==> config.mk <==
export PLATFORM = sky130hd
export DESIGN_NAME = plic_top
export DESIGN_NICKNAME = d
export VERILOG_FILES = /design/src/logic/plic_pkg.sv /design/src/logic/plic_reg_if.sv /design/src/logic/plic_reg_decode.sv /design/src/logic/plic_gateway.sv /design/src/logic/plic_arbiter.sv /design/src/logic/plic_read_mux.sv /design/src/logic/plic_top.sv
export SDC_FILE = /design/constraint.sdc
export NUM_CORES = 2
export LEC_CHECK = 0
export BUFFER_PORTS_ARGS = -buffer_cell sky130_fd_sc_hd__buf_2
export CAP_MARGIN = 20
export CELL_PAD_IN_SITES_DETAIL_PLACEMENT = 0
export CELL_PAD_IN_SITES_GLOBAL_PLACEMENT = 2
export CORE_MARGIN = 3
export CORE_UTILIZATION = 25
export DETAILED_ROUTE_END_ITERATION = 10
export PLACE_DENSITY = 0.58
export SYNTH_ARGS = -nofsm -noshare
export SYNTH_HDL_FRONTEND = slang
export SYNTH_SLANG_ARGS = --single-unit
==> constraint.sdc <==
create_clock -name clk -period 77.7 [get_ports clk]
set_clock_uncertainty 0.15 [all_clocks]
set_input_delay 3.885 -clock clk [delete_from_list [all_inputs] [get_ports clk]]
set_output_delay 3.885 -clock clk [all_outputs]
set_load 0.01 [all_outputs]
==> src/logic/plic_pkg.sv <==
package plic_pkg;

    // source 0 is reserved and never raises a request
    localparam int NUM_SRC = 32;
    localparam int NUM_CTX = 4;

    // widths of the typed vectors below
    localparam int SRC_ID_W = 5;
    localparam int PRIO_W   = 4;
    localparam int CTX_ID_W = 2;
    localparam int ADDR_W   = 10;
    localparam int DATA_W   = 32;

    typedef logic [SRC_ID_W-1:0] src_id_t;
    typedef logic [PRIO_W-1:0]   prio_t;
    typedef logic [CTX_ID_W-1:0] ctx_id_t;
    typedef logic [ADDR_W-1:0]   reg_addr_t;
    typedef logic [DATA_W-1:0]   reg_data_t;
    typedef logic [NUM_SRC-1:0]  src_vec_t;
    typedef logic [NUM_CTX-1:0]  ctx_vec_t;
    typedef prio_t [NUM_SRC-1:0] prio_arr_t;

    // byte address map, one 32-bit register per word
    localparam reg_addr_t PRIO_BASE   = 10'h000;
    localparam reg_addr_t PEND_BASE   = 10'h100;
    localparam reg_addr_t ENABLE_BASE = 10'h200;
    localparam reg_addr_t THRESH_BASE = 10'h300;
    // claim/complete sits one word above each threshold
    localparam reg_addr_t CLAIM_BASE  = 10'h304;

    typedef enum logic [2:0] {
        REG_NONE,
        REG_PRIO,
        REG_PEND,
        REG_ENABLE,
        REG_THRESH,
        REG_CLAIM
    } reg_region_e;

endpackage

==> src/logic/plic_reg_if.sv <==
`timescale 1ns/100ps

// one decoded register access, valid in the cycle of the request
interface plic_reg_if
    import plic_pkg::*;
();

    logic        rd;
    logic        wr;
    reg_region_e region;
    // source number for priorities, context number otherwise
    logic [4:0]  index;
    reg_data_t   wdata;

    modport dec (
        output rd,
        output wr,
        output region,
        output index,
        output wdata
    );

    modport sink (
        input rd,
        input wr,
        input region,
        input index,
        input wdata
    );

endinterface

==> src/logic/plic_reg_decode.sv <==
`timescale 1ns/100ps

module plic_reg_decode
    import plic_pkg::*;
(
    input  logic       clk,
    input  logic       nrst,
    input  logic       i_req_valid,
    input  logic       i_req_write,
    input  reg_addr_t  i_req_addr,
    input  reg_data_t  i_req_wdata,
    output prio_arr_t  o_prio,
    output src_vec_t   o_enable [NUM_CTX],
    output prio_t      o_thresh [NUM_CTX],
    plic_reg_if.dec    bus
);

    reg_region_e region;
    logic [4:0]  index;
    ctx_id_t     ctx;
    logic        wr_en;

    prio_arr_t   prio_q;
    src_vec_t    enable_q [NUM_CTX];
    prio_t       thresh_q [NUM_CTX];

    // split the address into region and index
    always_comb begin
        region = REG_NONE;
        index  = '0;
        case (i_req_addr[9:8])
            PRIO_BASE[9:8]: begin
                // only the first 32 words hold priorities
                if (!i_req_addr[7]) begin
                    region = REG_PRIO;
                    index  = i_req_addr[6:2];
                end
            end
            PEND_BASE[9:8]: begin
                if (i_req_addr[7:2] == '0) begin
                    region = REG_PEND;
                end
            end
            ENABLE_BASE[9:8]: begin
                if (i_req_addr[7:4] == '0) begin
                    region = REG_ENABLE;
                    index  = {3'b000, i_req_addr[3:2]};
                end
            end
            THRESH_BASE[9:8]: begin
                // threshold and claim words alternate per context
                if (i_req_addr[7:5] == '0) begin
                    region = (i_req_addr[2] == CLAIM_BASE[2]) ? REG_CLAIM : REG_THRESH;
                    index  = {3'b000, i_req_addr[4:3]};
                end
            end
            default: region = REG_NONE;
        endcase
    end

    assign ctx   = index[1:0];
    assign wr_en = i_req_valid & i_req_write;

    assign bus.rd     = i_req_valid & ~i_req_write;
    assign bus.wr     = wr_en;
    assign bus.region = region;
    assign bus.index  = index;
    assign bus.wdata  = i_req_wdata;

    always_ff @(posedge clk or negedge nrst) begin
        if (!nrst) begin
            prio_q <= '0;
            for (int c = 0; c < NUM_CTX; c++) begin
                enable_q[c] <= '0;
                thresh_q[c] <= '0;
            end
        end else if (wr_en) begin
            case (region)
                REG_PRIO: begin
                    // priority of source 0 stays zero
                    if (index != '0) begin
                        prio_q[index] <= i_req_wdata[PRIO_W-1:0];
                    end
                end
                // enable bit 0 is hardwired low
                REG_ENABLE: enable_q[ctx] <= {i_req_wdata[NUM_SRC-1:1], 1'b0};
                REG_THRESH: thresh_q[ctx] <= i_req_wdata[PRIO_W-1:0];
                default: ;
            endcase
        end
    end

    assign o_prio   = prio_q;
    assign o_enable = enable_q;
    assign o_thresh = thresh_q;

endmodule

==> src/logic/plic_gateway.sv <==
`timescale 1ns/100ps

module plic_gateway
    import plic_pkg::*;
(
    input  logic       clk,
    input  logic       nrst,
    input  src_vec_t   i_irq,
    input  prio_arr_t  i_prio,
    input  src_id_t    i_claim_id [NUM_CTX],
    plic_reg_if.sink   bus,
    output src_vec_t   o_pending
);

    src_vec_t pending_q;
    src_vec_t in_service_q;
    src_vec_t req_set;
    src_vec_t claim_hit;
    src_vec_t complete_hit;
    src_id_t  claim_src;
    src_id_t  complete_src;
    ctx_id_t  ctx;

    assign ctx          = bus.index[1:0];
    assign claim_src    = i_claim_id[ctx];
    assign complete_src = bus.wdata[SRC_ID_W-1:0];

    // level requests are gated by priority and in-service state
    always_comb begin
        req_set = '0;
        for (int s = 1; s < NUM_SRC; s++) begin
            req_set[s] = i_irq[s] && (i_prio[s] != '0) && !in_service_q[s];
        end
    end

    // claim read of a context moves its current winner to in service
    always_comb begin
        claim_hit = '0;
        if (bus.rd && (bus.region == REG_CLAIM) && (claim_src != '0)) begin
            claim_hit[claim_src] = 1'b1;
        end
    end

    // complete write releases the source named in the data
    always_comb begin
        complete_hit = '0;
        if (bus.wr && (bus.region == REG_CLAIM) && (complete_src != '0)) begin
            complete_hit[complete_src] = 1'b1;
        end
    end

    always_ff @(posedge clk or negedge nrst) begin
        if (!nrst) begin
            pending_q    <= '0;
            in_service_q <= '0;
        end else begin
            // claim wins over a request seen at the same edge
            pending_q    <= (pending_q | req_set) & ~claim_hit;
            in_service_q <= (in_service_q | claim_hit) & ~complete_hit;
        end
    end

    assign o_pending = pending_q;

endmodule

==> src/logic/plic_arbiter.sv <==
`timescale 1ns/100ps

module plic_arbiter
    import plic_pkg::*;
(
    input  logic       clk,
    input  logic       nrst,
    input  src_vec_t   i_pending,
    input  prio_arr_t  i_prio,
    input  src_vec_t   i_enable [NUM_CTX],
    input  prio_t      i_thresh [NUM_CTX],
    output src_id_t    o_claim_id [NUM_CTX],
    output ctx_vec_t   o_ip
);

    // running best per context while scanning the sources
    prio_t    best_prio [NUM_CTX];
    src_id_t  best_id   [NUM_CTX];
    src_vec_t eligible  [NUM_CTX];

    src_id_t  claim_id_q [NUM_CTX];
    ctx_vec_t ip_q;

    always_comb begin
        for (int c = 0; c < NUM_CTX; c++) begin
            eligible[c] = i_pending & i_enable[c];
        end
    end

    // starting from the threshold makes one compare cover both rules
    // strict compare keeps the lowest id on equal priority
    always_comb begin
        for (int c = 0; c < NUM_CTX; c++) begin
            best_prio[c] = i_thresh[c];
            best_id[c]   = '0;
            for (int s = 1; s < NUM_SRC; s++) begin
                if (eligible[c][s] && (i_prio[s] > best_prio[c])) begin
                    best_prio[c] = i_prio[s];
                    best_id[c]   = src_id_t'(s);
                end
            end
        end
    end

    always_ff @(posedge clk or negedge nrst) begin
        if (!nrst) begin
            ip_q <= '0;
            for (int c = 0; c < NUM_CTX; c++) begin
                claim_id_q[c] <= '0;
            end
        end else begin
            for (int c = 0; c < NUM_CTX; c++) begin
                claim_id_q[c] <= best_id[c];
                ip_q[c]       <= (best_id[c] != '0);
            end
        end
    end

    assign o_claim_id = claim_id_q;
    assign o_ip       = ip_q;

endmodule

==> src/logic/plic_read_mux.sv <==
`timescale 1ns/100ps

module plic_read_mux
    import plic_pkg::*;
(
    input  logic       clk,
    input  logic       nrst,
    plic_reg_if.sink   bus,
    input  prio_arr_t  i_prio,
    input  src_vec_t   i_pending,
    input  src_vec_t   i_enable [NUM_CTX],
    input  prio_t      i_thresh [NUM_CTX],
    input  src_id_t    i_claim_id [NUM_CTX],
    output logic       o_resp_valid,
    output reg_data_t  o_resp_rdata
);

    ctx_id_t   ctx;
    reg_data_t rdata_d;
    reg_data_t rdata_q;
    logic      valid_q;

    assign ctx = bus.index[1:0];

    // narrow registers are zero extended, unmapped space reads zero
    always_comb begin
        rdata_d = '0;
        case (bus.region)
            REG_PRIO:   rdata_d[PRIO_W-1:0]   = i_prio[bus.index];
            REG_PEND:   rdata_d               = i_pending;
            REG_ENABLE: rdata_d               = i_enable[ctx];
            REG_THRESH: rdata_d[PRIO_W-1:0]   = i_thresh[ctx];
            REG_CLAIM:  rdata_d[SRC_ID_W-1:0] = i_claim_id[ctx];
            default:    rdata_d               = '0;
        endcase
    end

    always_ff @(posedge clk or negedge nrst) begin
        if (!nrst) begin
            valid_q <= 1'b0;
        end else begin
            valid_q <= bus.rd;
        end
    end

    // read data only moves on a read
    always_ff @(posedge clk) begin
        if (bus.rd) begin
            rdata_q <= rdata_d;
        end
    end

    assign o_resp_valid = valid_q;
    assign o_resp_rdata = rdata_q;

endmodule

==> src/logic/plic_top.sv <==
`timescale 1ns/100ps

module plic_top
    import plic_pkg::*;
(
    input  logic       clk,
    input  logic       nrst,
    input  src_vec_t   i_irq,
    input  logic       i_req_valid,
    input  logic       i_req_write,
    input  reg_addr_t  i_req_addr,
    input  reg_data_t  i_req_wdata,
    output logic       o_resp_valid,
    output reg_data_t  o_resp_rdata,
    output ctx_vec_t   o_ip
);

    prio_arr_t prio;
    src_vec_t  enable   [NUM_CTX];
    prio_t     thresh   [NUM_CTX];
    src_vec_t  pending;
    src_id_t   claim_id [NUM_CTX];

    // decoded access shared by all execute and result blocks
    plic_reg_if reg_bus ();

    plic_reg_decode u_decode (
        .clk         (clk),
        .nrst        (nrst),
        .i_req_valid (i_req_valid),
        .i_req_write (i_req_write),
        .i_req_addr  (i_req_addr),
        .i_req_wdata (i_req_wdata),
        .o_prio      (prio),
        .o_enable    (enable),
        .o_thresh    (thresh),
        .bus         (reg_bus)
    );

    plic_gateway u_gateway (
        .clk        (clk),
        .nrst       (nrst),
        .i_irq      (i_irq),
        .i_prio     (prio),
        .i_claim_id (claim_id),
        .bus        (reg_bus),
        .o_pending  (pending)
    );

    plic_arbiter u_arbiter (
        .clk        (clk),
        .nrst       (nrst),
        .i_pending  (pending),
        .i_prio     (prio),
        .i_enable   (enable),
        .i_thresh   (thresh),
        .o_claim_id (claim_id),
        .o_ip       (o_ip)
    );

    plic_read_mux u_read_mux (
        .clk          (clk),
        .nrst         (nrst),
        .bus          (reg_bus),
        .i_prio       (prio),
        .i_pending    (pending),
        .i_enable     (enable),
        .i_thresh     (thresh),
        .i_claim_id   (claim_id),
        .o_resp_valid (o_resp_valid),
        .o_resp_rdata (o_resp_rdata)
    );

endmodule

* Word level (Yosys, flattened, before mapping)
Cells that the tools add are included.
** Operators by class
- Order comparisons :: 132
- Equal/unequal tests :: 8
- Muxes and demuxes :: 283
- Bitwise logic cells :: 14
- Reductions and logical operators :: 270
** Operators with widths (number)
- 2-to-1 mux 4 bit :: 157
- > comparator 4 bit :: 124
- 2-to-1 mux 5 bit :: 67
- bitwise mux 128 bit :: 2
- logical AND 1 bit :: 194
- AND 32 bit :: 6
- 2-to-1 mux 32 bit :: 5
- nonzero test 4 bit :: 31
- binary-select mux 32 bit (select 2 bit) :: 1
- demux 32 bit (select 2 bit) :: 1
- NOT 32 bit :: 2
- bitwise OR 32 bit :: 2
- one-hot mux 27 bit (2 select lines) :: 1
- 2-to-1 mux 3 bit :: 17
- nonzero test 5 bit :: 7
- logical NOT 1 bit :: 31
- 2-to-1 mux 2 bit :: 12
- binary-select mux 4 bit (select 5 bit) :: 1
- demux 4 bit (select 5 bit) :: 1
- one-hot mux 4 bit (5 select lines) :: 1
- < comparator 5 x 6 -> 1 bit (second input constant) :: 3
- bitwise mux 16 bit :: 1
- greater-or-equal comparator 5 x 1 -> 1 bit (second input constant) :: 3
- one-hot mux 5 bit (3 select lines) :: 1
- other kinds (23) :: 36
** Storage, ports and cells
- Bits in registers :: 393
- Input bits :: 78
- Output and inout bits :: 37
- Logic and storage cells :: 756

* Logic depth before layout (Yosys ltp)
- Depth in word-level cells :: 94
- Depth in mapped cells :: 271
- Gate-level depth less buffers :: 262

* Hierarchy
Synthesis repeated with hierarchy kept, for this count alone.
** Unflattened totals
- Cells, all modules :: 5228
- Area, all modules :: 44634.1 um2
** By module, submodules not included
- plic_arbiter :: times used 1, cells an instance 3977, area each 26949.6 um2, sequential area each 600.6 um2
- plic_reg_decode :: times used 1, cells an instance 709, area each 10989.3 um2, sequential area each 6706.4 um2
- plic_read_mux :: times used 1, cells an instance 214, area each 3432.0 um2, sequential area each 985.9 um2
- plic_gateway :: times used 1, cells an instance 328, area each 3263.1 um2, sequential area each 1576.5 um2

* Worst setup path after synthesis
Ideal clock, no wire load.
- Path type :: register -> register
- Start point :: register u_decode.prio_q, in the netlist u_decode.o_prio[5]
- End point :: register u_arbiter.ip_q[2], in the netlist u_arbiter.o_ip[2]
- Setup time :: 0.136 ns
- Arrival :: 46.190 ns
- Required time :: 77.414 ns
- Path slack :: 31.224 ns
- Stages on the path, launching flop included :: 241
- Path buffers :: 9
- Clock period less this slack :: 46.476 ns
- Cell sequence :: dfrtp_1 ha_1 nor2b_1 o31a_1 o211ai_1 mux2i_1 ha_1 nand3_1 nor2_1 and3_1 nor3_2 nand2_1 a21oi_1 inv_1 ha_1 and3_1 a311oi_1 nand3_1 [... 205 more ...] nand4_1 o31ai_1 o31ai_4 mux2i_1 ha_1 nor2b_1 o21a_1 o21a_1 o2111ai_1 mux2_2 ha_1 nor2b_1 o21a_1 o21a_1 o2111ai_1 and2_1 and4b_1 nand4_1
** Between the ends
- Cells in the longest elaborated chain, start to end :: 94
- Elaborated cells between the ends (all ways) :: 124
- Those cells by class :: 31 x order compare; 61 x mux; 32 x reduce/logical
** RTL lines
- from (decl) :: RTL line plic_reg_decode.sv:23 : prio_arr_t prio_q;
- from (signal, indexed assignment) :: RTL line plic_reg_decode.sv:82 : prio_q[index] <= i_req_wdata[PRIO_W-1:0];
- > comparator 4 bit :: RTL line plic_arbiter.sv:37 : if (eligible[c][s] && (i_prio[s] > best_prio[c])) begin
- logical AND 1 bit :: RTL line plic_arbiter.sv:37
- 2-to-1 mux 4 bit :: RTL line plic_arbiter.sv:37
- > comparator 4 bit :: RTL line plic_arbiter.sv:37
- logical AND 1 bit :: RTL line plic_arbiter.sv:37
- 2-to-1 mux 4 bit :: RTL line plic_arbiter.sv:37
- > comparator 4 bit :: RTL line plic_arbiter.sv:37
- logical AND 1 bit :: RTL line plic_arbiter.sv:37
- [... 78 more ...]
- 2-to-1 mux 4 bit :: RTL line plic_arbiter.sv:37
- > comparator 4 bit :: RTL line plic_arbiter.sv:37
- logical AND 1 bit :: RTL line plic_arbiter.sv:37
- 2-to-1 mux 4 bit :: RTL line plic_arbiter.sv:37
- > comparator 4 bit :: RTL line plic_arbiter.sv:37
- logical AND 1 bit :: RTL line plic_arbiter.sv:37
- 2-to-1 mux 5 bit * :: RTL line plic_arbiter.sv:37
- nonzero test 5 bit * :: RTL line plic_arbiter.sv:54 : ip_q[c] <= (best_id[c] != '0);
- to (signal, indexed assignment) :: RTL line plic_arbiter.sv:54
- to (decl) :: RTL line plic_arbiter.sv:22 : ctx_vec_t ip_q;
Mark *: on every way between the ends. The rest lies on a longest branch, timed or not.
A chain may end at the register's enable or synchronous reset.

* Final worst setup path
Ends and elaborated chain as after synthesis.

==> reports/results.tsv <==
metric	value	unit
I/O Buffers	111	
Mapped Cells	5237	
Pleak	20.26	nW
EDFF count, synth	32	
fin crit share	73.06	%
Cell variety after synth	134	
Layout area overhead	11.80	%
Die Width	416.2	µm
Synth Area in Adders	10.22	%
Syn Std Cell Area	0.04206	mm²
Max-Cap Viols	0	
TritonCTS Buffers	58	
Worst-Skew Late Latency	700	ps
worst-margin pin slew	1104	ps
Synth Area in Simple Gates	20.33	%
Worst VDD drop	0.01718	mV
Yosys reg bits	388	
per-cell routed wire length	25.67	µm
I/O pin count	115	
DRC	0	
XOR/XNOR share of the synthesized area	2.701	%
asr flop ratio synth	91.75	%
Initial Util	25.32	%
Max-slew headroom	26.38	%
setup TNS	0	ps
combinational family with the most area after synthesis	compound AO/OA/AOI/OAI gates	
kind of critical path	flop to flop	
Synth warnings	0	
Worst Hold Class	flop to flop	
Antenna Nets Post-Route	0	
vias in the first global route	39710	
CP max-delay cell	dfrtp_1	
initial antenna violation count	7	
RSZ-0062 raised after global routing	false	
syn nets	5619	
r2r setup slk	20930	ps
fin util	28.31	%
multiplexer area fraction after synthesis	12.15	%
final hold violation count	0	
sequential fraction of the synthesis area	23.47	%
hpwl dp	147100	µm
Syn Area/Cell	8.031	µm²
worst-path maximum fanout	15	
outcome	complete, no violations	
PwrDens	13.63	mW/mm²
Critical Path RT	78120	ps
GRT Resource Usage Total	21.47	%
Worst path most repeated cell	ha_1	
CP endpoint kind	flop	
Synth Flop Type	dfrtp_1	
Vias	41150	
1st-iter DRT viols	3018	
clock root buffer	clkbuf_16	
CTS resizes	0	
Critical Path Start Type	flop	
clk sink count	388	
core area	0.1661	mm²
clk slew on worst S/H paths	60	ps
RD Place Congestion	0.8372	
Final nets	5634	
Chip Height	416.2	µm
global-route wire length before repair	280000	µm
DR pass1 iterations	6	
fmax	0.01762	GHz
cts hold-fix bufs	0	
postcts setup bufs	0	
count of pins over their slew limit	0	
H-tree levels	2	
vias per cell	5.493	
Final setup viols	0	
CTS tree	built	
maximum root-to-sink buffer count	3	
largest net degree at the start of global routing	111	
crit-path max cell delay	680	ps
row count	149	
Total Wirelength	192300	µm
Compound-Gate Fraction of Synth Area	25.95	%
share of cells above drive strength 1	14.57	%
critical path arrival	57180	ps
gr ovfl total	0	
die area	0.1732	mm²
final worst path period need	56770	ps
## where the power goes
| group | switching [mW] | leakage, nW | internal (mW) |
|---|---|---|---|
| sequential | 0.00643 | 4.78 | 0.210 |
| clock | 0.115 | 0.922 | 0.156 |
| combinational | 0.0975 | 14.6 | 0.0563 |
| total | 0.219 | 20.3 | 0.422 |
## cell type report
| cell class | count | area, µm² |
|---|---|---|
| tap | 2189 | 2739 |
| inverter | 338 | 1269 |
| sequential | 388 | 9869 |
| clock buffer | 82 | 1705 |
| clock inverter | 23 | 190.2 |
| fill | 17920 | 119100 |
| timing repair buffer | 188 | 1156 |
| antenna | 5 | 12.51 |
| multi-input combinational | 4278 | 30080 |
## synthesized netlist by cell type, drive strengths merged (33+ instances only)
| master | n | share of area, % |
|---|---|---|
| nor2 | 450 | 4.0 |
| mux2i | 85 | 2.2 |
| and2 | 73 | 1.1 |
| mux2 | 305 | 8.2 |
| a21oi | 295 | 3.6 |
| nor2b | 41 | 0.61 |
| o22ai | 36 | 0.54 |
| a211oi | 66 | 1.2 |
| a22o | 33 | 0.69 |
| mux4 | 33 | 1.8 |
| nand3 | 188 | 2.3 |
| a21o | 59 | 1.1 |
| nand2 | 604 | 5.4 |
| a31oi | 151 | 2.3 |
| or2 | 36 | 0.54 |
| inv | 330 | 2.9 |
| buf | 41 | 0.45 |
| maj3 | 49 | 1.2 |
| o21a | 67 | 1.2 |
| nand4 | 77 | 1.1 |
| xnor2 | 119 | 2.5 |
| clkbuf | 192 | 1.7 |
| and3 | 83 | 1.3 |
| o2111ai | 40 | 0.95 |
| or3 | 40 | 0.59 |
| ha | 304 | 9.0 |
| nor3 | 86 | 1.1 |
| o211ai | 76 | 1.4 |
| o21ai | 351 | 4.2 |
| dfrtp | 356 | 21 |
## cell usage in the layout (no fill, tap or decap), types with 47 or more instances in the layout
| cell | Yosys | final |
|---|---|---|
| clkbuf_16 | 0 | 61 |
| a211oi_1 | 63 | 63 |
| buf_4 | 2 | 76 |
| nor3_1 | 82 | 79 |
| a21o_1 | 58 | 58 |
| o21ai_0 | 323 | 323 |
| nand2_1 | 603 | 603 |
| and3_1 | 81 | 79 |
| mux2_2 | 299 | 299 |
| nand3_1 | 186 | 186 |
| nor2_1 | 448 | 447 |
| a21oi_1 | 291 | 291 |
| mux2i_1 | 78 | 78 |
| dfrtp_1 | 356 | 356 |
| nand4_1 | 77 | 77 |
| inv_1 | 328 | 328 |
| o21a_1 | 67 | 67 |
| o211ai_1 | 74 | 74 |
| xnor2_1 | 118 | 118 |
| and2_1 | 71 | 71 |
| buf_2 | 11 | 110 |
| ha_1 | 304 | 304 |
| a31oi_1 | 147 | 147 |
| maj3_1 | 47 | 47 |
## path summary, 6_finish.rpt
kind                                    start               endpoint  cells after the start
setup / recovery           u_decode.o_prio[5]      u_arbiter.o_ip[2]                    231
hold / removal             u_decode.o_prio[2]     u_decode.o_prio[2]                      0
setup reg to reg           u_decode.o_prio[5]      u_arbiter.o_ip[2]                    231
hold reg to reg            u_decode.o_prio[2]     u_decode.o_prio[2]                      0
max in group asynchronous                nrst    u_decode.o_prio[62]                      5
min in group asynchronous                nrst  u_decode.o_enable[87]                      1
## per-stage QoR
stage	power (mW)	hold slack, ps	worst slack (ps)	area, µm²	instances
finish	0.6410	228.5	20930	47030	7491
global route	0.6742	238.4	16810	47030	7491
CTS	0.6520	230.5	20990	47010	7486
detailed placement	0.3740	217.3	21130	45120	7381
global placement	0.3740	214.9	21220	45110	7380
floorplan	0.3197	278.9	31220	42060	5237
## sequential cells by signal, summed over array words and instances (netlist names)
register                 cells
u_arbiter.o_claim_id        20
u_decode.o_prio            128
u_gateway.o_pending         32
u_arbiter.o_ip               4
u_decode.o_thresh           16
u_decode.o_enable          124
u_read_mux.o_resp_valid      1
u_gateway.in_service_q      31
u_read_mux.o_resp_rdata     32
## layer usage
layer  part of all wire (%)  vias to the layer above  wire length, µm  global-route usage (%)
li1                       -                    19620                -                       -
met1                     48                    20430            92230                   30.44
met2                     46                      938            87510                   34.68
met3                    3.9                      159             7553                   2.002
met4                    2.6                        0             4976                   5.835
met5                      0                        -                0                       0
## critical path: cells and delay by family, from the launching register on
kind            cells  cell delay, ps
simple gates       71           14180
compound gates     99           24650
fa+ha+maj          33            9980
buf+inv            12             920
mux                16            5910
flops               1             680
## cells by family after synthesis
kind of cell    Yosys count
xor+xnor                128
simple gates           1807
compound gates         1567
mux                     423
fa+ha+maj               353
buf+inv                 571
flops                   388
Power figures use the tool's default switching activity.
